**config.mk**
```make
export PLATFORM = sky130hd
export DESIGN_NAME = job_ctrl
export DESIGN_NICKNAME = d
export VERILOG_FILES = /design/src/common/mvu_cfg_pkg.sv /design/src/common/mvu_ctrl_pkg.sv /design/src/seq/job_ctrl.sv
export SDC_FILE = /design/constraint.sdc
export NUM_CORES = 1
export LEC_CHECK = 0
export BUFFER_PORTS_ARGS = -buffer_cell sky130_fd_sc_hd__buf_2
export CORE_MARGIN = 5
export CORE_UTILIZATION = 53
export DETAILED_ROUTE_END_ITERATION = 12
export MAX_ROUTING_LAYER = met4
export PLACE_DENSITY = 0.75
export SLEW_MARGIN = 5
export SYNTH_ARGS = -nofsm -noshare
export SYNTH_HDL_FRONTEND = slang
export SYNTH_SLANG_ARGS = --single-unit
export TNS_END_PERCENT = 100
```
**constraint.sdc**
```tcl
create_clock -name clk -period 3.4 [get_ports clk]
set_clock_uncertainty 0.15 [all_clocks]
set_input_delay 0.68 -clock clk [delete_from_list [all_inputs] [get_ports clk]]
set_output_delay 0.68 -clock clk [all_outputs]
set_load 0.03 [all_outputs]
```
**src/common/mvu_cfg_pkg.sv**
```systemverilog
// MVU lane configuration: field widths, pipeline latencies and bank geometry
package mvu_cfg_pkg;

    // Host configuration fields, precision and length hold value minus one
    localparam int BPREC    = 6;   // Precision field width
    localparam int BLENGTH  = 10;  // Row count field width
    localparam int BQMSBIDX = 5;   // Quantizer MSB index width

    // Bank geometry
    localparam int BWBANKA = 9;    // Weight bank address width
    localparam int BDBANKA = 10;   // Data bank address width

    // Datapath width
    localparam int BACC = 32;      // Accumulator and result width

    // Pipeline depths, these set the issue to result latency
    localparam int MEMRDLATENCY = 2;  // Bank read latency
    localparam int VVPSTAGES    = 2;  // Product pipeline depth

endpackage

```
**src/common/mvu_ctrl_pkg.sv**
```systemverilog
// MVU lane control encodings: job controller states and accumulator operations
package mvu_ctrl_pkg;

    // Job controller states
    typedef enum logic [2:0] {
        job_idle,         // Waiting for start
        job_wait_credit,  // Between rows, no result credit yet
        job_issue,        // Row planes going to the banks
        job_drain,        // All rows issued, waiting for the last sum
        job_finish        // Last result leaving, irq cycle
    } job_state_t;

    // Per-plane operation applied by the shift accumulator
    typedef enum logic [2:0] {
        acc_hold,         // No term this cycle
        acc_first,        // Load term into inner sum
        acc_accum,        // Inner shift and add
        acc_close_plane,  // Fold inner sum into outer sum
        acc_close_row     // Outer sum complete, present row result
    } acc_op_t;

endpackage

```
**src/seq/job_ctrl.sv**
```systemverilog
// Job controller: start and row launch, result credits, done and irq
`timescale 1ns/10ps

module job_ctrl
    import mvu_cfg_pkg::*;
    import mvu_ctrl_pkg::*;
#(
    parameter int NCREDIT = 4  // Results allowed outstanding
) (
    input  logic               clk,
    input  logic               rst,
    input  logic               start,
    input  logic [BLENGTH-1:0] olength,
    input  logic               result_credit,
    input  logic               row_issued,  // AGU on last issue cycle
    input  logic               row_valid,   // Row sum leaving accumulator
    output logic               job_start,   // Accepted start
    output logic               row_go,
    output logic               done,
    output logic               irq
);

    localparam int CW = $clog2(NCREDIT + 1);

    job_state_t         state;
    logic [CW-1:0]      credit;     // Free result slots
    logic [BLENGTH:0]   issue_cnt;  // Rows launched
    logic [BLENGTH-1:0] done_cnt;   // Rows completed
    logic [BLENGTH-1:0] olen_q;
    logic               all_issued;
    logic               last_valid;

    assign job_start  = start && (state == job_idle);  // Ignored mid-job
    assign all_issued = issue_cnt == ({1'b0, olen_q} + 1'b1);
    assign last_valid = row_valid && (done_cnt == olen_q);
    // Next row launches in the last issue cycle so rows run back to back
    assign row_go = (credit != '0)
                 && ((state == job_wait_credit)
                  || (state == job_issue && row_issued && !all_issued));
    assign irq = state == job_finish;

    always_ff @(posedge clk) begin
        if (rst) begin
            state     <= job_idle;
            credit    <= CW'(NCREDIT);
            issue_cnt <= '0;
            done_cnt  <= '0;
            olen_q    <= '0;
            done      <= 1'b0;
        end else begin
            credit <= credit - CW'(row_go) + CW'(result_credit);
            if (row_go) issue_cnt <= issue_cnt + 1'b1;
            if (row_valid) done_cnt <= done_cnt + 1'b1;
            case (state)
                job_idle: if (job_start) begin
                    state     <= job_wait_credit;
                    olen_q    <= olength;
                    issue_cnt <= '0;
                    done_cnt  <= '0;
                    done      <= 1'b0;  // Held until next accepted start
                end
                job_wait_credit: if (row_go) state <= job_issue;
                job_issue: if (row_issued) begin
                    if (all_issued) state <= job_drain;
                    else if (!row_go) state <= job_wait_credit;  // Stall between rows
                end
                job_drain: if (last_valid) begin
                    state <= job_finish;
                    done  <= 1'b1;  // Rises with last result_valid
                end
                default: state <= job_idle;  // Finish lasts one cycle
            endcase
        end
    end

    // Returned credits never exceed what was handed out
    assert property (@(posedge clk) disable iff (rst) credit <= CW'(NCREDIT));

endmodule

```
# Yosys cells after proc, flatten, opt, wreduce, memory -nomap -nowiden
# Index checks and enable logic that the tools add are counted.
dict set report totals {
  reg_bits 38
  in_bits 16
  out_inout_bits 4
}
dict set report classes {
  addsub 5
  n_eq_ne 11
  mux 16
  n_reduce_logical 13
}
# operator count
set op_table {}
lappend op_table {{$mux W11} 3}
lappend op_table {{$mux W10} 3}
lappend op_table {{$mux W3} 6}
lappend op_table {{$pmux W3 S4} 1}
lappend op_table {{$add A10 B1 Y11 const B} 1}
lappend op_table {{$add A11 B1 Y11 const B} 1}
lappend op_table {{$eq A11 B11 Y1} 1}
lappend op_table {{$add A10 B1 Y10 const B} 1}
lappend op_table {{$eq A10 B10 Y1} 1}
lappend op_table {{$ne A2 B2 Y1 const B} 4}
lappend op_table {{$eq A3 B2 Y1 const B} 2}
lappend op_table {{$logic_and A1 B1 Y1} 5}
lappend op_table {{$reduce_and A5 Y1} 1}
lappend op_table {{$add A3 B1 Y3} 1}
lappend op_table {{$eq A3 B1 Y1 const B} 1}
lappend op_table {{$eq A3 B3 Y1 const B} 1}
lappend op_table {{$logic_not A3 Y1} 1}
lappend op_table {{$ne A3 B3 Y1 const B} 1}
lappend op_table {{$reduce_and A3 Y1} 1}
lappend op_table {{$reduce_bool A3 Y1} 1}
lappend op_table {{$sub A3 B1 Y3} 1}
lappend op_table {{$mux W1} 2}
lappend op_table {{$pmux W1 S2} 1}
lappend op_table {{$reduce_and A2 Y1} 1}
lappend op_table {{other kinds (3)} 3}

# Longest topological paths before layout
dict set report depth {
  word_depth 10
  ltp_mapped 17
}

# Worst setup path before layout
# Ideal clock, no wire load.
dict set report synth_path {
  path_kind {flip-flop to flip-flop}
  start {register olen_q[1]}
  end {register credit[2]}
  setup_ns 0.117
  arrival_time_ns 3.336
  required_time_ns 3.133
  setup_slack_ns -0.203
  path_stages_with_launch 18
  cell_sequence {dfxtp_1 -> ha_1 -> nand2_1 -> o31ai_1 -> nand4_1 -> nor4b_1 -> a21o_1 -> buf_6 -> buf_2 -> inv_1 -> ha_1 -> inv_1 -> ha_1 -> inv_1 -> fa_1 -> xor2_1 -> xnor2_1 -> nand2b_1}
}
dict set report synth_via {
  elab_chain_cells 8
}
# item line
set synth_lines {}
lappend synth_lines {{start, declared} job_ctrl.sv:29} ;# logic [BLENGTH-1:0] olen_q;
lappend synth_lines {{start signal, assigned} job_ctrl.sv:57} ;# olen_q <= olength;
lappend synth_lines {{$add A10 B1 Y11} job_ctrl.sv:34} ;# assign all_issued = issue_cnt == ({1'b0, olen_q} + 1'b1);
lappend synth_lines {{$eq A11 B11 Y1} job_ctrl.sv:34}
lappend synth_lines {{$logic_not A1 Y1} job_ctrl.sv:39} ;# || (state == job_issue && row_issued && !all_issued));
lappend synth_lines {{$logic_and A1 B1 Y1} job_ctrl.sv:39}
lappend synth_lines {{$logic_or A1 B1 Y1} job_ctrl.sv:39}
lappend synth_lines {{$logic_and A1 B1 Y1} job_ctrl.sv:38} ;# && ((state == job_wait_credit)
lappend synth_lines {{named net row_go} job_ctrl.sv:18} ;# output logic row_go,
lappend synth_lines {{$sub A3 B1 Y3} job_ctrl.sv:51} ;# credit <= credit - CW'(row_go) + CW'(result_credit);
lappend synth_lines {{$add A3 B1 Y3} job_ctrl.sv:51}
lappend synth_lines {{end signal, assigned} job_ctrl.sv:45} ;# credit <= CW'(NCREDIT);
lappend synth_lines {{end signal, assigned} job_ctrl.sv:51}
lappend synth_lines {{end, declared} job_ctrl.sv:26} ;# logic [CW-1:0] credit;
# The timed path passes the listed nets, and every way through them passes these cells.
# A chain may end at the register's enable or synchronous reset.

# Worst setup path after layout
dict set report layout_path {
  start {register olen_q[2]}
  end {register credit[2]}
}
dict set report layout_via {
  elab_chain_cells 8
}
# item line
set layout_lines {}
lappend layout_lines {{$add A10 B1 Y11} job_ctrl.sv:34}
lappend layout_lines {{$eq A11 B11 Y1} job_ctrl.sv:34}
lappend layout_lines {{$logic_not A1 Y1} job_ctrl.sv:39}
lappend layout_lines {{$logic_and A1 B1 Y1} job_ctrl.sv:39}
lappend layout_lines {{$logic_or A1 B1 Y1} job_ctrl.sv:39}
lappend layout_lines {{$logic_and A1 B1 Y1} job_ctrl.sv:38}
lappend layout_lines {{$sub A3 B1 Y3} job_ctrl.sv:51}
lappend layout_lines {{$add A3 B1 Y3} job_ctrl.sv:51}
# No other way between the ends.

==> results.cfg <==
[clock_tree]
clk_path_buf_depth = 2
cts_tree = yes
cts_max_level = 2
clk_latency_ps = 290
numCtsBuffers = 5
path_clk_slew_ps = 80
cts_num_sinks = 38
holdBufCountCts = 0
ctsRootBufferMaster = clkbuf_8

[layout]
utilization_pct = 61.1
drive_gt1_share_pct = 15.5
nets = 311
fin_area_sq_mm = 0.00243
antennaDiodeCount = 0
n_fill_cell = 362
area_growth_syn_to_layout_pct = 13.1
stdcell_count = 340

[routing]
drc = 0
vias_per_cell = 5.61
drtIter0Drc = 101
ant_nets = 0
dr_total_vias = 1907
routed_wl_um = 4590
firstDrtPassIters = 4
wire_per_inst_um = 13.5

[logic_synthesis]
synth-seq-cells = 38
async_reset_ff_share_pct = 0
ys.warnings.count = 0
synth_common_cells = dfxtp_1 (38), nand2_1 (36), a21oi_1 (22), xor2_1 (22), nor2_1 (21)
yosysUniqueCellTypes = 46
netlist_area_sq_mm = 0.00215
yosysTopAreaCell = dfxtp_1
syn_avg_cell_area_sq_um = 7.98
synth_cells = 269
synth_top_cells_by_area = dfxtp_1 (35%), xor2_1 (9.0%), nand2_1 (6.3%)
yosys_most_used_dff = dfxtp_1
yosysSeqAreaShare_pct = 35.4
synth_edf_count = 0
synth_top_area_share_pct = 35.4
syn_nets = 291
synth.most_common_cell = dfxtp_1

[timing]
slew_headroom_pct = 62.2
rsz0062_at_grt = no
setup_viol = 0
period_minus_slack_ps = 3240
max_freq_mhz = 309
hold_violations = 0
setup_tns_ps = 0
tightest_slew_ps = 563
slew_viol_final = 0
fin_crit_sh_pct = 95.2

[floorplanning]
die_w_um = 73.6
rows = 23
die_height_um = 73.6
core_area_sq_mm = 0.00397
ioPinCount = 20
die-area_sq_mm = 0.00542
start_util_pct = 54.1

[global_routing]
grt_usage_pct = 19.0
grt_max_degree = 20
grt_overflow = 0
grt_first_pass_wirelength_um = 7800
grt_pass1_vias = 1710
grt_antenna_before_repair = 0

[worst_setup_path]
cp_data_arrival_time_ps = 3280
crit_path_end_kind = register
worstPathRequired_ps = 3440
worstPathMaxFanout = 8
startpoint_type = register
worstSetupPathType = reg -> reg

[pwr]
p_leak_nw = 0.976
peakVddDrop_mv = 0.408
power_density_mw_per_mm2 = 587

[flow_run]
max_cap_viol_count = 0

[place]
dpl_cell_area_sq_mm = 0.00231
place_hpwl_um = 3350
gp_congestion = 0.858
dp.cells = 331
port_buffers = 19

[worst_hold_path]
hold_class = reg -> reg

[outcome]
status = complete, no violations
-- metrics by stage --
stage / setup WS [ps] / hold WS (ps) / power, mW
floorplan: 9.53 / 310 / 0.987
global placement: 249 / 301 / 1.08
detailed placement: 182 / 311 / 1.09
CTS: 119 / 329 / 1.42
global route: 6.79 / 379 / 1.54
finish: 164 / 327 / 1.43
-- cells in the final DEF, fill, tap and decap left out, types with 5 or more instances in the layout --
cell,Yosys,layout
nor3_1,7,7
inv_1,9,8
nand2_1,36,35
nand2b_1,5,5
and3_1,6,6
or3_1,9,9
clkbuf_8,0,6
buf_4,2,9
o21ai_1,6,6
a21oi_1,22,22
nand4_1,5,5
buf_2,3,19
xnor2_1,9,9
nand3_1,8,8
nor2_1,21,21
xor2_1,22,22
dfxtp_1,38,37
ha_1,5,5
-- worst max-delay path, stage by stage, from the launching register on --
cell        delay, ps
dfxtp_1           500
nand3_4           160
or4_1             490
a21o_1            200
a21boi_1          130
a21o_1            190
clkinvlp_4        100
ha_1              260
inv_1              60
ha_1              130
inv_1              50
fa_1              370
xor2_1            170
xnor2_1           130
nand2b_1           60
-- per-layer routing --
| layer | global-route usage, % | share of wire, % |
|---|---|---|
| met5 | - | 0 |
| met4 | 7.44 | 1.8 |
| met3 | 5.88 | 7.8 |
| met2 | 27.2 | 43 |
| met1 | 24.9 | 47 |
-- registers in the layout, summed over array words and instances (netlist names) --
signal     flops
state          3
credit         3
olen_q        10
done_cnt      10
done           1
issue_cnt     11
-- power breakdown --
part	internal, mW	total [mW]	leakage [nW]	switching (mW)
clock	0.163	0.327	0.0472	0.164
sequential	0.499	0.582	0.309	0.0830
combinational	0.220	0.516	0.619	0.296
total	0.882	1.43	0.976	0.543
-- final timing paths --
check	startpoint	to	slack, ps	cells after the start
setup / recovery	olen_q[2]	credit[2]	160	14
hold / removal	done	done	330	2
setup reg to reg	olen_q[2]	credit[2]	160	14
hold reg to reg	done	done	330	2
-- cells by family (layout without fill, tap and decap cells) --
logic type / count (synthesis) / count (layout) / synth area share [%]
XOR/XNOR: 31 / 31 / 12.6
AO/OA/AOI/OAI: 50 / 50 / 14.0
adder cells (fa/ha/maj): 6 / 6 / 3.85
multiplexers: 3 / 3 / 1.40
AND/OR/NAND/NOR: 116 / 116 / 27.4
buffers and inverters: 25 / 46 / 5.24
flip-flops: 38 / 38 / 35.4
-- final cells by class --
| class | instances | area (sq um) | area share, % |
|---|---|---|---|
| Clock buffer | 6 | 82.6 | 3.40 |
| Clock inverter | 2 | 12.5 | 0.515 |
| Inverter | 10 | 41.3 | 1.70 |
| Multi-Input combinational cell | 206 | 1300 | 53.7 |
| Sequential cell | 38 | 762 | 31.4 |
| Tap cell | 50 | 62.6 | 2.58 |
| Timing Repair Buffer | 28 | 163 | 6.70 |
-- repair_timing --
action | 4_1_cts | 5_1_grt
buffers inserted | 0 | 1
endpoints found under the hold margin | 0 | 0
endpoints found under the setup margin | 0 | 1
resized for setup | 0 | 3
(Power assumes the default switching activity.)
