<file path="src/common/mvu_cfg_pkg.sv">
// MVU lane configuration: field widths, pipeline latencies and bank geometry
package mvu_cfg_pkg;

    // Host configuration fields, precision and length hold value minus one
    localparam int BPREC    = 6;   // Precision field width
    localparam int BLENGTH  = 10;  // Row count field width
    localparam int BQMSBIDX = 5;   // Quantizer MSB index width

    // Bank geometry
    localparam int BWBANKA = 9;    // Weight bank address width
    localparam int BDBANKA = 10;   // Data bank address width

    // Datapath width
    localparam int BACC = 32;      // Accumulator and result width

    // Pipeline depths, these set the issue to result latency
    localparam int MEMRDLATENCY = 2;  // Bank read latency
    localparam int VVPSTAGES    = 2;  // Product pipeline depth

endpackage

</file>
<file path="src/seq/operand_agu.sv">
// Operand address generator: walks weight and input bit-planes MSB first per row
`timescale 1ns/10ps

module operand_agu
    import mvu_cfg_pkg::*;
(
    input  logic               clk,
    input  logic               rst,
    input  logic               start,       // Sample job config
    input  logic               row_go,      // Begin next row
    input  logic [BPREC-1:0]   iprecision,
    input  logic [BPREC-1:0]   wprecision,
    input  logic [BDBANKA-1:0] ibaseaddr,
    input  logic [BWBANKA-1:0] wbaseaddr,
    input  logic               d_signed,
    input  logic               w_signed,
    output logic [BDBANKA-1:0] iaddr,
    output logic [BWBANKA-1:0] waddr,
    output logic               row_issued,  // Last issue cycle of the row
    output logic               neg,         // Flags below lag by bank latency
    output logic               first,
    output logic               plane_last,
    output logic               row_last
);

    logic [BPREC-1:0]   iprec_q;
    logic [BPREC-1:0]   wprec_q;
    logic [BDBANKA-1:0] ibase_q;
    logic               d_signed_q;
    logic               w_signed_q;
    logic [BWBANKA-1:0] rowbase;  // Weight row start
    logic               busy;     // Issuing a row
    logic [BPREC-1:0]   icnt;     // Input bit, inner loop
    logic [BPREC-1:0]   wcnt;     // Weight bit, outer loop
    logic [3:0]         flags;
    logic [3:0]         dly [MEMRDLATENCY];

    assign iaddr      = BDBANKA'(ibase_q + icnt);
    assign waddr      = BWBANKA'(rowbase + wcnt);
    assign row_issued = busy && (icnt == '0) && (wcnt == '0);

    // {neg, first, plane_last, row_last} at issue time
    assign flags = {(d_signed_q && icnt == iprec_q) ^ (w_signed_q && wcnt == wprec_q),
                    busy && (icnt == iprec_q),
                    busy && (icnt == '0),
                    row_issued};
    assign {neg, first, plane_last, row_last} = dly[MEMRDLATENCY-1];

    always_ff @(posedge clk) begin
        if (rst) begin
            busy    <= 1'b0;
            icnt    <= '0;
            wcnt    <= '0;
            rowbase <= '0;
        end else begin
            if (start) begin
                iprec_q    <= iprecision;
                wprec_q    <= wprecision;
                ibase_q    <= ibaseaddr;
                d_signed_q <= d_signed;
                w_signed_q <= w_signed;
                rowbase    <= wbaseaddr;
            end
            if (busy) begin
                if (icnt == '0) begin
                    icnt <= iprec_q;  // Next weight plane
                    wcnt <= wcnt - 1'b1;
                end else begin
                    icnt <= icnt - 1'b1;
                end
            end
            if (row_issued) rowbase <= BWBANKA'(rowbase + wprec_q + 1'b1);
            if (row_go) begin
                busy <= 1'b1;
                icnt <= iprec_q;
                wcnt <= wprec_q;
            end else if (row_issued) begin
                busy <= 1'b0;
            end
        end
    end

    // Align flags with bank read data
    always_ff @(posedge clk) begin
        if (rst) begin
            for (int i = 0; i < MEMRDLATENCY; i++) dly[i] <= '0;
        end else begin
            dly[0] <= busy ? flags : 4'b0;
            for (int i = 1; i < MEMRDLATENCY; i++) dly[i] <= dly[i-1];
        end
    end

    // No row launch while a row is still mid-walk
    assert property (@(posedge clk) disable iff (rst) row_go |-> !busy || row_issued);

endmodule
</file>
<file path="config.mk">
export PLATFORM = sky130hd
export DESIGN_NAME = operand_agu
export DESIGN_NICKNAME = d
export VERILOG_FILES = /design/src/common/mvu_cfg_pkg.sv /design/src/seq/operand_agu.sv
export SDC_FILE = /design/constraint.sdc
export NUM_CORES = 1
export LEC_CHECK = 0
export ABC_CLOCK_PERIOD_IN_PS = 2400
export BUFFER_PORTS_ARGS = -buffer_cell sky130_fd_sc_hd__buf_4
export CORE_UTILIZATION = 40
export CTS_CLUSTER_DIAMETER = 200
export DETAILED_ROUTE_END_ITERATION = 8
export GPL_TIMING_DRIVEN = 0
export HOLD_SLACK_MARGIN = 0.15
export PLACE_DENSITY = 0.68
export SLEW_MARGIN = 10
export SYNTH_ARGS = -nofsm -noshare
export SYNTH_HDL_FRONTEND = slang
export SYNTH_SLANG_ARGS = --single-unit
</file>
<file path="constraint.sdc">
create_clock -name clk -period 2.4 [get_ports clk]
set_clock_uncertainty 0.05 [all_clocks]
set_input_delay 0.36 -clock clk [delete_from_list [all_inputs] [get_ports clk]]
set_output_delay 0.36 -clock clk [all_outputs]
set_load 0.05 [all_outputs]
</file>
Word-level counts from Yosys, hierarchy flattened
Memory sizes are Yosys's and may differ from the RTL's. Cells that the tools add are included.

$add $sub $neg: 6. Eq/ne operators: 2. Multiplexer cells: 16. Bitwise logic cells: 4. Reduce and logical (&&, ||, !) cells: 13.

Operators by type and width (count): $mux W6 (6); $add A9 B6 Y9 (2); $mux W9 (2); $eq A6 B6 Y1 (2); $logic_not A6 Y1 (2); $mux W4 (3); $sub A6 B1 Y6 const B (2); $add A10 B6 Y10 (1); $add A9 B1 Y9 const B (1); $reduce_bool A2 Y1 (4); $logic_and A1 B1 Y1 (5); $mux W1 (5); $reduce_and A2 Y1 (2); $or A1 B1 Y1 (2); $not A1 Y1 (1); $xor A1 B1 Y1 (1).

Register bits after elaboration: 46. Memory bits (writable): 8. Input port bits: 37. Output and inout port bits: 24. Logic and storage cells: 51. Memories: 1.

Memory list: dly (depth 2, width 4, read ports 2, clocked after memory_dff 0, write ports 2, line operand_agu.sv:36) `logic [3:0] dly [MEMRDLATENCY];`.

Longest topological paths before layout
Gate-level depths: netlist of run 1.

Depth in word-level cells: 5. Gate-level depth with buffers: 9. Mapped depth without buffers: 8.

Worst setup path before layout of run 1
OpenSTA, ideal clock, no wires.

Path kind: reg2out. Start point: register wcnt[0]. End point: output port waddr[8]. Arrival: 3212 ps. Data required time: 1990 ps. Setup slack: -1222 ps. Cell stages (with the launch flop): 7. Path buffers: 0. Cells stage by stage: dfxtp_1 ha_1 fa_1 a21o_1 a21oi_1 o21bai_1 o311ai_0.

Word-level cells in the longest chain between the ends: 1.

Ends and longest elaborated chain: start: declaration (line operand_agu.sv:34) `logic [BPREC-1:0] wcnt;`; start signal: assignment (line operand_agu.sv:67) `wcnt <= wcnt - 1'b1;`; start signal: assignment (line operand_agu.sv:76) `wcnt <= wprec_q;`; $add A9 B6 Y9 (line operand_agu.sv:39) `assign waddr = BWBANKA'(rowbase + wcnt);`; end: declaration (line operand_agu.sv:18) `output logic [BWBANKA-1:0] waddr,`.

No other way between the ends.

Final worst setup path of run 1
Start point: register ibase_q[2]. End point: output port iaddr[6].

Word-level cells in the longest chain between the ends: 1.

Ends and longest elaborated chain: start: declaration (line operand_agu.sv:28) `logic [BDBANKA-1:0] ibase_q;`; start signal: assignment (line operand_agu.sv:59) `ibase_q <= ibaseaddr;`; $add A10 B6 Y10 (line operand_agu.sv:38) `assign iaddr = BDBANKA'(ibase_q + icnt);`; end: declaration (line operand_agu.sv:17) `output logic [BDBANKA-1:0] iaddr,`.

No other way between the ends.

==> results of run 1 <==
==> cell type report <==
class / count / area [um2] / area share, %
flip-flops and latches: 54 / 1340 / 31.8
clock buffers: 8 / 80.1 / 1.90
repair buffers: 75 / 616 / 14.6
inverters: 21 / 78.8 / 1.87
plain buffers: 11 / 53.8 / 1.28
multi-input cells: 241 / 1920 / 45.6
well taps: 99 / 124 / 2.94
==> worst max-delay path by stage <==
stage                     cells after the start         end  slack (ps)
after floorplan                               6    waddr[8]        -170
after global placement                        3  ibase_q[6]        -730
after detailed placement                      7    iaddr[6]        -250
after CTS                                     9    iaddr[6]        -250
after global routing                          9    iaddr[6]        -350
final                                         7    iaddr[6]        -270
==> worst max-delay path, stage by stage, from the launching register on <==
cell and delay, ps:
edfxtp_1 450, ha_4 290, nor2b_2 160, o21ai_2 190
a21boi_4 100, or4b_4 500, o2111ai_4 90, buf_6 180
==> cell usage after synthesis, types with 3 or more instances <==
| cell | instances | area, um2 |
|---|---|---|
| and3_1 | 5 | 31.3 |
| or2_2 | 3 | 18.8 |
| dfxtp_1 | 30 | 601 |
| nor2b_1 | 12 | 75.1 |
| a211oi_1 | 17 | 128 |
| o21ai_0 | 10 | 50.1 |
| edfxtp_1 | 24 | 721 |
| nor3b_1 | 3 | 22.5 |
| nand2b_1 | 5 | 31.3 |
| nor2_1 | 26 | 97.6 |
| or3_1 | 3 | 18.8 |
| nand3_1 | 9 | 45.0 |
| nand2_1 | 22 | 82.6 |
| a21o_1 | 3 | 22.5 |
| nor3_1 | 7 | 35.0 |
| o211ai_1 | 6 | 45.0 |
| a21oi_1 | 18 | 90.1 |
| xor2_1 | 18 | 158 |
| xnor2_1 | 14 | 123 |
| inv_1 | 21 | 78.8 |
| fa_1 | 3 | 60.1 |
| ha_1 | 20 | 250 |
| a31oi_1 | 3 | 18.8 |
| clkbuf_1 | 9 | 33.8 |
==> report_power, final <==
part / internal, mW / switching, mW / total, mW
Combinational: 0.424 / 0.567 / 0.991
Sequential: 1.03 / 0.0773 / 1.11
Clock: 0.208 / 0.280 / 0.489
==> what timing repair did <==
action                                  CTS  global route
hold endpoints to repair                  0             0
pin swaps                                11            10
buffers inserted                          9             7
gates resized for setup                  46            15
endpoints found under the setup margin   12            14
==> registers in the layout (all words and copies together) (netlist names) <==
name        cells
rowbase         9
d_signed_q      1
w_signed_q      1
dly             8
wprec_q         6
ibase_q        10
icnt            6
iprec_q         6
busy            1
wcnt            6
==> per-stage QoR <==
| step | hold WS, ps | cells | total power, mW |
|---|---|---|---|
| 5_1_grt | 162 | 509 | 2.72 |
| 3_3_place_gp | 372 | 485 | 1.97 |
| 3_5_place_dp | 371 | 486 | 1.99 |
| 2_1_floorplan | 364 | 327 | 1.75 |
| 4_1_cts | 168 | 502 | 2.56 |
| 6_report | 174 | 509 | 2.58 |
==> cells by family after synthesis <==
group / Yosys count
AOI/OAI and AO/OA: 73
xor gates and xnor gates: 32
adders and majority gates: 23
buffers and inverters: 32
DFF: 54
and+or+nand+nor: 110
muxes: 3
==> per-layer routing <==
| layer | routed length [um] | vias up | track usage, % |
|---|---|---|---|
| li1 | - | 1345 | - |
| met1 | 3350 | 1215 | 24.0 |
| met2 | 3600 | 57 | 29.2 |
| met3 | 283 | 8 | 2.86 |
| met4 | 80 | 0 | 5.24 |
| met5 | 0 | - | 0 |
==> metrics, run 1 <==
Critical R2R Launch wprec_q[0]; CORE AREA roughly 7400 um2; FF-to-FF path depth 8; CP Capture Type primary output; final core occ between 50% and 60%; WHS Path Cells 1; 1st-pass router iterations 4; unrepaired setup endpoints after global routing true; Synth Area in Simple Gates 18.8%; mux cell area share after synthesis less than 1%; clk sinks 54; Starting Density a little over two fifths; Via density 5.16; final instance area 4220 um2; commonest non-fill, non-tap cell in the layout buf_4; fraction of layout cells with a size suffix above 1 32.7%; die area just over 8000 um2; Yosys reg bits 54; Routed wire per std cell 14.4 um; Synth cell types 50; CTS tree yes; first-pass GRT wire length 11.9 mm; drt initial violations 122; Post-Place Cell Area approximately 3800 um2; adder-cell area share of the yosys netlist 9.86%; die height 90.7 um; Num CTS Buffers 5; Site Rows 31; Slew @ Worst Pin roughly 700 ps; Synth Area in Compound Gates 15.5%; placed wire-length estimate 5.22 mm; worst-skew pair later-pin latency 300 ps; Synth Area in XOR/XNOR 8.91%; MaxCap Viol Count 0; max_slew headroom 53.8%; Mean Syn Cell Area 9.62 um2; Hold WC Path Type in2reg; CP startpoint kind flop; Post-DRT Antenna Nets 0; power density cells ~610 nW/um2; vias in the first global route 2561; CP max FO 5; Routability Congestion between 0.8 and 0.9; clock-pin slew on the worst setup and hold paths 90 ps; Post-synth EDFFs 24; Tcrit/Tclk final 111%; Fmax achieved 0.375 GHz; port bufs 59; Max VDD drop roughly 0.29 mV; diode count 0; r2r setup slk 190 ps; CP startpoint ibase_q[2]; Worst Hold Endpoint ibase_q[6]; total number of H-tree levels 2; final hold violation count 0; status finished with violations; Mapped Cells 327; Leak 1.74 nW; gr ovfl total 0; largest net degree at the start of global routing 16; hold_sp ibaseaddr[6]; CP Data Arrival Time 2260 ps; CP Data Required Time between 1500 and 2000 ps; Netlist Area Pre-Place 3150 um2; dominant synthesized flop cell dfxtp_1; Warnings, synthesis 0; Setup TNS Final -784 ps; vias post-DR 2625; final max-slew violation count 0; Post-synth ARST share 0%; Hold Buf Count CTS 0; DRT Wirelength between 7 and 8 mm; RR Endpoint rowbase[8]; Mapped Nets a little under 400; failing checks setup timing; clock tree buffer depth 2; critical path class reg2out; total track usage 17.8%; Remaining DRCs 0; Final min period between 2000 and 3000 ps; combinational family with the most area after synthesis simple AND/OR/NAND/NOR gates; sequential fraction of the synthesis area 42.0%; synth-to-layout area growth 34.0%; NumNets Final roughly 470; Setup violations, final 5; most frequent cells in the layout 64 x buf_4, 25 x nor2_1, 24 x edfxtp_1; final worst slack -270 ps; die width 90.7 um; clk root buf clkbuf_8; io pins 61; Layout fillers 674; Place WS -252 ps; antenna violations before repair 0
(Power assumes the default switching activity.)
==> run 2, diff against run 1 <==
--- a/config.mk
+++ b/config.mk
@@ -6,13 +6,13 @@
 export NUM_CORES = 1
 export LEC_CHECK = 0
 export ABC_CLOCK_PERIOD_IN_PS = 2400
-export BUFFER_PORTS_ARGS = -buffer_cell sky130_fd_sc_hd__buf_4
-export CORE_UTILIZATION = 40
+export BUFFER_PORTS_ARGS = -buffer_cell sky130_fd_sc_hd__buf_2
+export CORE_UTILIZATION = 35
 export CTS_CLUSTER_DIAMETER = 200
 export DETAILED_ROUTE_END_ITERATION = 8
 export GPL_TIMING_DRIVEN = 0
 export HOLD_SLACK_MARGIN = 0.15
-export PLACE_DENSITY = 0.68
+export PLACE_DENSITY = 0.62
 export SLEW_MARGIN = 10
 export SYNTH_ARGS = -nofsm -noshare
 export SYNTH_HDL_FRONTEND = slang
==> run 2 against run 1 <==
The flow still finishes with violations (setup timing). Sequential cell count unchanged. Hold slack worse by 4.2 ps. Non-clock buffer count up 1. Worst setup slack worse by 3.9 ps. Clock power up 11%. Critical path depth unchanged. Critical path type unchanged. Critical endpoint unchanged. Largest cell class unchanged.
==> metrics, run 2 (synthesis gave the netlist of run 1 again) <==
status finished with violations; failing checks setup timing; DRT Wirelength 7.45 mm; clock tree buffer depth 2; CORE AREA 8720 um2; Gate power share 36.5%; Routability Congestion 0.824; Buf+Inv Stages, Crit Path 1; vias post-DR 2648; Layout fillers a little over 800; total track usage 15.6%; CTS tree yes; die width just under 100 um; CP startpoint kind flop; Hold Buf Count CTS 0; vias in the first global route 2583; Sw Pwr 950 uW; drt initial violations 77; CP Data Arrival Time 2260 ps; NumNets Final 470; WHS Path Cells 1; fraction of layout cells with a size suffix above 1 31.9%; CP Capture Type primary output; Slew @ Worst Pin 773 ps; synth-to-layout area growth 31.2%; CP startpoint ibase_q[2]; crit path to iaddr[6]; final max-slew violation count 0; Crit path largest cell delay 500 ps; 1st-pass router iterations 6; top flop regs ibase_q (10), rowbase (9), dly (8); Crit path depth 7; FF-to-FF path depth 9; clock-pin slew on the worst setup and hold paths 110 ps; r2r setup slk 100 ps; Leak 1.72 nW; first-pass GRT wire length 12.0 mm; Hold WC Path Type in2reg; Critical R2R Launch wcnt[0]; clk sinks 54; final hold violation count 0; Setup violations, final 9; Seq pwr share 42.6%; Tcrit/Tclk final 111%; Remaining DRCs 0; most frequent cells in the layout 46 x buf_2, 26 x nor2_1, 24 x edfxtp_1; unrepaired setup endpoints after global routing true; RR Endpoint rowbase[8]; Num CTS Buffers 5; max_slew headroom between 40% and 50%; Setup TNS Final -1140 ps; Fmax achieved 0.374 GHz; CP max stage cell or4b_4; CP Data Required Time between 1500 and 2000 ps; power density cells about 630 nW/um2; total number of H-tree levels 2; worst-skew pair later-pin latency between 300 and 400 ps; largest net degree at the start of global routing 17; die height 96.8 um; clock share of power between 20% and 30%; Final min period 2670 ps; gr ovfl total 0; Starting Density a little over a third; max FFs per register 10; antenna violations before repair 0; Site Rows 34; crit path cell chain ha_1 > nor2b_1 > o21ai_2 > a21boi_4 > or4b_4 > o2111ai_4 > buf_6; Place WS -304 ps; io pins 61; Top reg by flops ibase_q; Via density 5.10; Top Family by Delay on Critical Path simple AND/OR/NAND/NOR gates; diode count 0; Max VDD drop between 0.3 and 0.4 mV; final worst slack -274 ps; placed wire-length estimate between 5 and 6 mm; die area 9370 um2; critical path class reg2out; CP max FO 5; port bufs around 60; Internal 1.65 mW; Routed wire per std cell approximately 14 um; MaxCap Viol Count 0; Post-DRT Antenna Nets 0; switching portion of total power 36.5%; clk root buf clkbuf_8; commonest non-fill, non-tap cell in the layout buf_2
==> run 2: cell count changes in the layout (fill, tap and decap cells not counted), sizes merged <==
cell,change
clkbuf,-1
inv,+1
clkinv,+1
==> run 2: per-stage QoR <==
| stage | power, mW | cell area [um2] | hold slack, ps | cells | util, % |
|---|---|---|---|---|---|
| 3_5_place_dp | 1.93 | 3670 | 377 | 495 | 42.1 |
| 4_1_cts | 2.57 | 3980 | 163 | 510 | 45.7 |
| 2_1_floorplan | 1.75 | 3220 | 364 | 327 | - |
| 6_report | 2.60 | 4130 | 170 | 519 | 47.3 |
| 3_3_place_gp | 1.92 | 3650 | 374 | 494 | 41.9 |
| 5_1_grt | 2.73 | 4130 | 154 | 519 | 47.3 |
==> run 2: how the worst min path moves through the flow <==
stage | start | end | slack (ps)
after global routing | wprecision[5] | wprec_q[5] | 150
after floorplan | dly[0][0] | dly[0][4] | 360
final | wprecision[5] | wprec_q[5] | 170
after detailed placement | dly[0][2] | dly[0][6] | 380
after CTS | wprecision[5] | wprec_q[5] | 160
after global placement | dly[0][2] | dly[0][6] | 370
==> run 2: layout make-up <==
class                           count  area, um2  area share, %
Tap cell                          108        135           3.27
Clock inverter                      2       11.3          0.273
Timing Repair Buffer               77        515           12.5
Multi-Input combinational cell    241       1910           46.2
Sequential cell                    54       1350           32.6
Buffer                             10       52.6           1.27
Inverter                           21       78.8           1.91
Clock buffer                        6       82.6           2.00
==> run 2: repair_timing <==
item	4_1_cts	5_1_grt
setup buffers	7	11
resized for setup	51	20
endpoints found under the setup margin	12	13
pin swaps	11	18
==> run 2: power by group through the flow <==
stage	combinational, mW	sequential [mW]	clock [mW]
after global placement	0.795	1.12	0
after CTS	0.907	1.11	0.558
after detailed placement	0.811	1.12	0
final	0.948	1.11	0.542
after floorplan	0.646	1.10	0
after global routing	1.02	1.12	0.590
==> run 2: layer usage <==
metal  vias up  GRT usage, %  share of wire (%)
met5         -             0                  0
met4         0          4.13               0.56
met3         2          2.89                3.6
met2        52          26.3                 48
met1      1252          20.5                 48
li1       1342             -                  -
