$ cat src/common/mvu_cfg_pkg.sv
// MVU lane configuration: field widths, pipeline latencies and bank geometry
package mvu_cfg_pkg;

    // Host configuration fields, precision and length hold value minus one
    localparam int BPREC    = 6;   // Precision field width
    localparam int BLENGTH  = 10;  // Row count field width
    localparam int BQMSBIDX = 5;   // Quantizer MSB index width

    // Bank geometry
    localparam int BWBANKA = 9;    // Weight bank address width
    localparam int BDBANKA = 10;   // Data bank address width

    // Datapath width
    localparam int BACC = 32;      // Accumulator and result width

    // Pipeline depths, these set the issue to result latency
    localparam int MEMRDLATENCY = 2;  // Bank read latency
    localparam int VVPSTAGES    = 2;  // Product pipeline depth

endpackage

$ cat src/common/mvu_ctrl_pkg.sv
// MVU lane control encodings: job controller states and accumulator operations
package mvu_ctrl_pkg;

    // Job controller states
    typedef enum logic [2:0] {
        job_idle,         // Waiting for start
        job_wait_credit,  // Between rows, no result credit yet
        job_issue,        // Row planes going to the banks
        job_drain,        // All rows issued, waiting for the last sum
        job_finish        // Last result leaving, irq cycle
    } job_state_t;

    // Per-plane operation applied by the shift accumulator
    typedef enum logic [2:0] {
        acc_hold,         // No term this cycle
        acc_first,        // Load term into inner sum
        acc_accum,        // Inner shift and add
        acc_close_plane,  // Fold inner sum into outer sum
        acc_close_row     // Outer sum complete, present row result
    } acc_op_t;

endpackage

$ cat src/datapath/bitserial_vvp.sv
// Bit-serial vector product: AND-popcount of two bit-planes with sign negation
`timescale 1ns/10ps

module bitserial_vvp
    import mvu_cfg_pkg::*;
    import mvu_ctrl_pkg::*;
#(
    parameter int N = 16  // Plane width
) (
    input  logic            clk,
    input  logic            rst,
    input  logic [N-1:0]    iword,
    input  logic [N-1:0]    wword,
    input  logic            neg,
    input  logic            first,
    input  logic            plane_last,
    input  logic            row_last,
    output logic [BACC-1:0] term,
    output acc_op_t         op
);

    localparam int PW = $clog2(N) + 1;  // Popcount width

    logic [PW-1:0] pop_s1;
    logic [3:0]    fl [VVPSTAGES-1];  // {neg, first, plane_last, row_last}
    logic [3:0]    fl_s1;
    logic          in_plane;          // Between first and plane close

    assign fl_s1 = fl[VVPSTAGES-2];

    // Stage 1 plane product and popcount
    always_ff @(posedge clk) begin
        pop_s1 <= PW'($countones(iword & wword));
        if (rst) begin
            for (int i = 0; i < VVPSTAGES - 1; i++) fl[i] <= '0;
        end else begin
            fl[0] <= {neg, first, plane_last, row_last};
            for (int i = 1; i < VVPSTAGES - 1; i++) fl[i] <= fl[i-1];
        end
    end

    // Stage 2 signed term and accumulator op
    always_ff @(posedge clk) begin
        term <= fl_s1[3] ? -BACC'(pop_s1) : BACC'(pop_s1);  // MSB weight is negative
        if (rst) begin
            op       <= acc_hold;
            in_plane <= 1'b0;
        end else begin
            in_plane <= (fl_s1[2] || in_plane) && !fl_s1[1];
            if (fl_s1[0]) op <= acc_close_row;
            else if (fl_s1[1]) op <= acc_close_plane;
            else if (fl_s1[2]) op <= acc_first;
            else if (in_plane) op <= acc_accum;
            else op <= acc_hold;  // Stall gap between rows
        end
    end

endmodule

$ cat config.mk
export PLATFORM = sky130hd
export DESIGN_NAME = bitserial_vvp
export DESIGN_NICKNAME = d
export VERILOG_FILES = /design/src/common/mvu_cfg_pkg.sv /design/src/common/mvu_ctrl_pkg.sv /design/src/datapath/bitserial_vvp.sv
export SDC_FILE = /design/constraint.sdc
export NUM_CORES = 1
export LEC_CHECK = 0
export BUFFER_PORTS_ARGS = -buffer_cell sky130_fd_sc_hd__buf_4
export CAP_MARGIN = 20
export CORE_ASPECT_RATIO = 1.25
export CORE_UTILIZATION = 30
export DETAILED_ROUTE_END_ITERATION = 10
export HOLD_SLACK_MARGIN = 0.03
export PLACE_DENSITY_LB_ADDON = 0.15
export SYNTH_ARGS = -nofsm -noshare
export SYNTH_HDL_FRONTEND = slang
export SYNTH_SLANG_ARGS = --single-unit
$ cat constraint.sdc
create_clock -name clk -period 11.74 [get_ports clk]
set_clock_uncertainty 0.15 [all_clocks]
set_input_delay 2.348 -clock clk [delete_from_list [all_inputs] [get_ports clk]]
set_output_delay 2.348 -clock clk [all_outputs]
set_load 0.005 [all_outputs]
=== Yosys cells after proc, flatten, opt, wreduce, memory -nomap -nowiden ===
Memories as Yosys holds them, arrays and structs flattened.
Index checks and enable logic that the tools add are counted.

* Register bits: 41
* Bits in latches: 0
* RAM bits: 4
* ROM bits: 0
* Input bits: 38
* Logic and storage cells: 39
* Memories kept: 1

* Add/subtract/negate cells: 16
* $mul: 0
* Divide/modulo/power cells: 0
* $lt $le $gt $ge: 0
* Eq/ne operators: 0
* Shift operators: 0
* Muxes and demuxes: 10
* Bitwise logic cells: 1
* Reductions and logical operators: 5

{| class="wikitable"
|+ Memories
! memory !! depth !! width !! read ports !! clocked after memory_dff !! write ports !! line !! source
|-
| fl || 1 || 4 || 1 || 0 || 1 || bitserial_vvp.sv:25 || <nowiki>logic [3:0] fl [VVPSTAGES-1];</nowiki>
|}

{| class="wikitable"
|+ Operator list
! operator !! number
|-
| negation 5 -> 32 bit || 1
|-
| adder 1 x 1 -> 2 bit || 8
|-
| bitwise AND 16 bit || 1
|-
| adder 2 x 2 -> 3 bit || 4
|-
| adder 3 x 3 -> 4 bit || 2
|-
| 2-to-1 mux 2 bit || 3
|-
| adder 4 x 4 -> 5 bit || 1
|-
| 2-to-1 mux 5 bit || 1
|-
| 2-to-1 mux 1 bit || 4
|-
| 2-to-1 mux 4 bit || 1
|-
| OR reduction 4 bit || 1
|-
| 2-to-1 mux 3 bit || 1
|-
| OR reduction 2 bit || 1
|-
| logical AND 1 bit || 1
|-
| zero test 1 bit || 1
|-
| logical OR 1 bit || 1
|}

=== Longest topological paths before layout ===
Gate-level depths: netlist (run 1).

* Depth after elaboration: 5
* Mapped depth: 13

=== Least setup slack after synthesis (run 1) ===
Ideal clock, no wire load.

* Kind: input -> register
* Start point: in iword[0]
* End point: reg pop_s1[4]
* Data arrival time: 5.430 ns
* Path slack: 6.045 ns
* Stages: 11
* Path buffers: 0
* Cell sequence: and2_1 fa_1 inv_1 fa_1 fa_1 inv_1 fa_1 ha_1 fa_1 a21oi_1 nor2b_1

* Longest elaborated chain between the ends: 5

{| class="wikitable"
|+ RTL lines
! item !! line !! source
|-
| start: declaration || bitserial_vvp.sv:12 || <nowiki>input logic [N-1:0] iword,</nowiki>
|-
| bitwise AND 16 bit || bitserial_vvp.sv:33 || <nowiki>pop_s1 <= PW'($countones(iword & wword));</nowiki>
|-
| adder 1 x 1 -> 2 bit (implied by the code) || bitserial_vvp.sv:33 ||
|-
| adder 2 x 2 -> 3 bit (implied by the code) || bitserial_vvp.sv:33 ||
|-
| adder 3 x 3 -> 4 bit (implied by the code) || bitserial_vvp.sv:33 ||
|-
| adder 4 x 4 -> 5 bit (implied by the code) || bitserial_vvp.sv:33 ||
|-
| end signal: assignment || bitserial_vvp.sv:33 ||
|-
| end: declaration || bitserial_vvp.sv:24 || <nowiki>logic [PW-1:0] pop_s1;</nowiki>
|}

Every way passes these cells.
A chain may end at the register's enable or synchronous reset.

=== Worst setup path in the final report (run 1) ===
Same ends and word-level chain as after synthesis.

==> impl_metrics.py, run 1 <==
metrics = {
    "status": {
        "status": "completed",
    },
    "timing": {
        "relSlewSlack_pct": 77.4,
        "worst_hold_slack_ns": 0.247,
        "period_share_pct": 48.1,
        "tightest_slew_ns": 0.335,
        "maxSlewViolCount": 0,
        "min_period_ns": 5.65,
        "rsz0062_at_grt": "false",
        "finalSetupViolCount": 0,
        "finalHoldViolCount": 0,
        "fmax_mhz": 177,
        "tns_ns": 0,
    },
    "worst_setup_path": {
        "critical_path_buf_inv_count": 3,
        "endpoint": "pop_s1[4]$_DFF_P_",
        "crit_path_end_kind": "register",
        "worstReg2RegStart": "pop_s1[0]$_DFF_P_",
        "crit_chain": "buf_4, and2_1, fa_1, inv_1, fa_1, fa_1, inv_1, fa_1, ha_1, fa_1, a21oi_1, nor2b_1",
        "crit_type": "in2reg",
        "arrival_ns": 5.64,
        "rr_worst_depth": 6,
        "startpoint": "iword[0]",
        "cp-start-kind": "primary input",
        "crit_cells": 12,
        "crit_family": "adder cells",
        "critPathMostFrequentCell": "fa_1",
        "critPathRequiredTime_ns": 11.74,
        "worstPathMaxFanout": 2,
        "r2r-end": "term[4]$_DFF_P_",
        "slowest_stage": "fa_1",
        "slowest_delay_ns": 0.55,
        "r2r_setup_slack_ns": 10.26,
    },
    "detailed_routing": {
        "drtIter0Drc": 12,
        "drc": 0,
        "detail-route-antenna-nets": 0,
        "wl_mm": 1.94,
        "drtPass1Iterations": 3,
        "viasPerCell": 4.03,
        "vias": 926,
        "wl_per_cell_um": 8.43,
    },
    "power_and_ir_drop": {
        "p_per_area_nw_per_um2": 149,
        "total_power_mw": 0.257,
        "leakagePower_nw": 0.887,
        "ir_drop_v": 0.0000378,
    },
    "clock_tree": {
        "cts.sinks": 22,
        "hold_buffers": 0,
        "clock_path_buffers": 2,
        "postCtsSetupBuffers": 0,
        "cts.clk_slew.worst_paths_ns": 0.07,
        "cts_tree": "built",
        "cts_buffers": 3,
        "cts-root-buf": "clkbuf_8",
        "htreeDepth": 1,
        "clock_latency_ns": 0.25,
        "cts_resized": 0,
    },
    "die": {
        "die_y_um": 74.3,
        "dieArea_um2": 4450,
        "io_pins": 73,
        "coreArea_um2": 3880,
        "start_util_pct": 32.4,
        "dieWidth_um": 59.9,
        "rows": 25,
    },
    "finish": {
        "area_growth_pct": 37.6,
        "antennaDiodeCount": 0,
        "drive_gt1_share_pct": 44.3,
        "fin_area_um2": 1730,
        "layout.nets": 233,
        "fin_cells": 230,
    },
    "yosys": {
        "synthTopCellsByArea": "dfxtp_1 (35%), fa_1 (16%), buf_4 (14%), ha_1 (7.0%), and2_1 (5.5%)",
        "yosysWarnings": 0,
        "netlist.area_leader.share_pct": 35.1,
        "synth_nets": 180,
        "syn_inst": 125,
        "synth_seq_cells": 22,
        "yosys-top-cells-count": "buf_4 (23), dfxtp_1 (22), inv_1 (15)",
        "netlist-cell-type-count": 22,
        "synth.yosys.seq_area_share_pct": 35.1,
        "synth.most_common_cell": "buf_4",
        "synth_edf_count": 0,
        "synthFlopType": "dfxtp_1",
        "synth_async_sr_flop_share_pct": 0,
        "yosys.area.top_type": "dfxtp_1",
        "syn_area_per_cell_um2": 10.0,
        "synth_area_um2": 1250,
    },
    "global_route": {
        "busiest_layer": "met2",
        "grt_use_met1_pct": 8.46,
        "met2_usage_pct": 19.5,
        "grtUsageTotal_pct": 9.58,
        "grt_use_met3_pct": 1.57,
        "grt_pass1_vias": 890,
        "grt_pass1_wl_mm": 3.23,
        "antenna_found_initial": 0,
        "grt_max_degree": 12,
        "grt_overflow": 0,
    },
    "placed_design": {
        "gp_congestion": 0.670,
        "place_hpwl_mm": 1.78,
        "dp_cells": 227,
        "portBuffers": 72,
        "placed_cell_area_um2": 1690,
    },
    "flow_run": {
        "drv_cap": 0,
    },
    "min_path": {
        "hp-class": "reg2reg",
    },
}
registers in the layout, summed over array words and instances (netlist names):
| register | cells |
|---|---|
| pop_s1 | 5 |
| fl | 4 |
| term | 9 |
| op | 3 |
| in_plane | 1 |
through the flow:
step	worst slack [ns]	util, %
floorplan	6.04	-
detailed placement	5.81	43.5
global route	5.93	44.5
finish	6.09	44.5
global placement	5.85	43.5
CTS	6.07	44.5
routing by layer:
| layer | up-vias | wire [um] |
|---|---|---|
| met2 | 50 | 1130 |
| met4 | 0 | 27 |
| met3 | 2 | 155 |
| met5 | - | 0 |
| li1 | 463 | - |
| met1 | 411 | 627 |
worst min path at each step:
stage,start,end,cells past startpoint
4_1_cts,pop_s1[0]$_DFF_P_,term[0]$_DFF_P_,0
6_report,pop_s1[0]$_DFF_P_,term[0]$_DFF_P_,0
3_5_place_dp,pop_s1[0]$_DFF_P_,term[0]$_DFF_P_,0
3_3_place_gp,pop_s1[0]$_DFF_P_,term[0]$_DFF_P_,0
5_1_grt,pop_s1[0]$_DFF_P_,term[0]$_DFF_P_,0
2_1_floorplan,pop_s1[0]$_DFF_P_,term[0]$_DFF_P_,0
kinds of logic (layout without fill, tap and decap cells):
family | Yosys count | after routing | synth area share (%)
AOI/OAI and AO/OA | 10 | 10 | 5.68
and+or+nand+nor | 33 | 33 | 14.9
xor gates and xnor gates | 4 | 4 | 2.79
adders and majority gates | 17 | 17 | 22.9
DFF | 22 | 22 | 35.1
buffers and inverters | 39 | 90 | 18.6
cell type report:
type	count	area, um^2
clock buffer	3	41.3
fill	406	2150
inverter	15	56.3
multi-input combinational	64	581
sequential	22	440
tap	54	67.6
timing repair buffer	72	541
where the power goes:
group          internal, mW  switching, mW
Clock                0.0228         0.0204
Combinational        0.0633         0.0434
Sequential           0.0938         0.0134
placed cells by master (no fill, tap or decap), drive strengths merged:
cell type,netlist,layout
a21boi,3,3
a21o,1,1
a21oi,3,3
and2,11,11
buf,23,72
clkbuf,1,3
dfxtp,22,22
fa,10,10
ha,7,7
inv,15,15
nand2,7,7
nand2b,1,1
nor2,2,2
nor2b,7,7
nor3,3,3
nor3b,1,1
nor4,1,1
o21ai,2,2
o31ai,1,1
xnor2,3,3
xor2,1,1
(Power assumes the default switching activity.)
==> inputs of run 2 (changes only) <==
ABC_AREA = 1   (was not set)
clock period = 5.9 ns   (was 11.74 ns; I/O delays follow)
==> run 2 against run 1 <==
Cell count up 15%. Clock power increased by 97%. Via count is 9.3% higher. Die area increased by 3.7%. Worst hold slack got worse by 0.044 ns. Synthesized area grew 3.8%. Cell area up 2.5%. Synthesized cell count is 26% higher. Sequential share of layout area decreased by 0.63 points. First-iteration DRC count is 17% higher. Combinational power grew 110%. Largest cell class is now non-clock buffers.
==> impl_metrics.py, run 2 <==
metrics = {
    "global_route": {
        "antenna_found_initial": 0,
        "grt_pass1_vias": 847,
        "grt_max_degree": 12,
        "grt_overflow": 0,
        "grtUsageTotal_pct": 9.07,
        "grt_pass1_wl_mm": 3.06,
    },
    "clock_tree": {
        "cts-root-buf": "clkbuf_8",
        "postCtsSetupBuffers": 0,
        "cts.sinks": 22,
        "cts_tree": "built",
        "htreeDepth": 1,
        "cts_buffers": 3,
        "cts_resized": 0,
        "cts.clk_slew.worst_paths_ns": 0.07,
        "hold_buffers": 0,
        "clock_latency_ns": 0.25,
        "clock_path_buffers": 2,
    },
    "detailed_routing": {
        "detail-route-antenna-nets": 0,
        "drtIter0Drc": 14,
        "wl_mm": 1.91,
        "wl_per_cell_um": 7.21,
        "drtPass1Iterations": 4,
        "drc": 0,
        "vias": 1012,
        "viasPerCell": 3.82,
    },
    "timing": {
        "tightest_slew_ns": 0.315,
        "tns_ns": 0,
        "fmax_mhz": 228,
        "relSlewSlack_pct": 79.0,
        "rsz0062_at_grt": "false",
        "worst_hold_slack_ns": 0.202,
        "finalSetupViolCount": 0,
        "maxSlewViolCount": 0,
        "period_share_pct": 74.3,
        "min_period_ns": 4.38,
        "layout_setup_ws_ns": 1.52,
        "finalHoldViolCount": 0,
    },
    "power_and_ir_drop": {
        "total_power_mw": 0.511,
        "ir_drop_v": 0.0000815,
        "leakagePower_nw": 1.06,
        "p_per_area_nw_per_um2": 288,
    },
    "worst_setup_path": {
        "crit_path_end_kind": "register",
        "worstPathMaxFanout": 2,
        "critPathRequiredTime_ns": 5.89,
        "cp-start-kind": "primary input",
        "arrival_ns": 4.37,
        "crit_type": "in2reg",
    },
    "finish": {
        "largest-register": "term",
        "largest_reg_flops": 9,
        "antennaDiodeCount": 0,
        "final_util_pct": 42.9,
        "fill_cells": 440,
        "drive_gt1_share_pct": 36.4,
        "area_growth_pct": 35.9,
        "fin_area_um2": 1770,
        "mostFrequentLayoutCells": "buf_4 (72), inv_1 (42), nand2_1 (27), dfxtp_1 (22)",
        "largestRegisters": "term (9), pop_s1 (5), fl (4)",
        "fin_cells": 265,
        "final_common_cell": "buf_4",
        "layout.nets": 266,
    },
    "yosys": {
        "synthTopCellsByArea": "dfxtp_1 (34%), fa_1 (15%), buf_4 (13%), inv_1 (12%), nand2_1 (7.8%)",
        "netlist-cell-type-count": 16,
        "synthFlopType": "dfxtp_1",
        "yosys.area.top_type": "dfxtp_1",
        "yosysWarnings": 0,
        "synth.yosys.seq_area_share_pct": 33.8,
        "syn_area_per_cell_um2": 8.24,
        "synth_seq_cells": 22,
        "synth.most_common_cell": "inv_1",
        "yosys-top-cells-count": "inv_1 (42), nand2_1 (27), buf_4 (23)",
        "synth_async_sr_flop_share_pct": 0,
        "syn_inst": 158,
        "netlist.area_leader.share_pct": 33.8,
        "synth_nets": 213,
        "synth_edf_count": 0,
        "synth_area_um2": 1300,
    },
    "die": {
        "dieArea_um2": 4610,
        "start_util_pct": 31.5,
        "dieWidth_um": 60.9,
        "die_y_um": 75.7,
        "io_pins": 73,
        "coreArea_um2": 4130,
        "rows": 26,
    },
    "placed_design": {
        "place_ws_ns": 1.23,
        "placed_cell_area_um2": 1730,
        "place_hpwl_mm": 1.75,
        "gp_congestion": 0.641,
        "dp_cells": 262,
        "portBuffers": 72,
    },
    "min_path": {
        "hp-class": "reg2reg",
    },
    "flow_run": {
        "drv_cap": 0,
    },
    "status": {
        "status": "completed",
    },
}
## run 2: power breakdown
group / internal [mW] / leakage (nW) / switching (mW)
registers: 0.186 / 0.183 / 0.0176
logic: 0.121 / 0.852 / 0.101
clock network: 0.0453 / 0.0216 / 0.0400
## run 2: metal layers
metal / track usage (%) / routed length [um] / vias up / share of wire (%)
met2: 17.6 / 1020 / 58 / 53
li1: - / - / 532 / -
met1: 8.78 / 691 / 420 / 36
met5: 0 / 0 / - / 0
met3: 1.02 / 169 / 2 / 8.8
met4: 6.06 / 34 / 0 / 1.8
## run 2: worst paths after layout
| path | start | end | slack, ns | cells after the start |
|---|---|---|---|---|
| min | pop_s1[0]$_DFF_P_ | term[0]$_DFF_P_ | 0.20 | 0 |
| max | iword[0] | pop_s1[2]$_DFF_P_ | 1.52 | 12 |
| max reg2reg | pop_s1[0]$_DFF_P_ | term[4]$_DFF_P_ | 4.49 | 7 |
| min reg2reg | pop_s1[0]$_DFF_P_ | term[0]$_DFF_P_ | 0.20 | 0 |
## run 2: kinds of logic (layout without fill, tap and decap cells)
logic type               after synthesis  count (layout)  synth area share, %
buffers and inverters                 66             117                 26.2
AND/OR/NAND/NOR                       45              45                 13.9
XOR/XNOR                               2               2                 1.35
flip-flops                            22              22                 33.8
adder cells (fa/ha/maj)               17              17                 22.1
AO/OA/AOI/OAI                          6               6                 2.59
## run 2: final cells by class
cell class                      count  area, um^2  share of cell area, %
Sequential cell                    22         440                   24.9
Inverter                           42         158                   8.90
Tap cell                           56        70.1                   3.96
Timing Repair Buffer               72         541                   30.5
Multi-Input combinational cell     70         520                   29.4
Clock buffer                        3        41.3                   2.33
## run 2: worst max-delay path, cell delays in order
cell	delay, ns
buf_4	0.11
nand2_1	0.05
inv_1	0.05
fa_1	0.53
inv_1	0.05
fa_1	0.52
fa_1	0.54
inv_1	0.05
fa_1	0.47
ha_1	0.24
fa_1	0.42
xor2_1	0.16
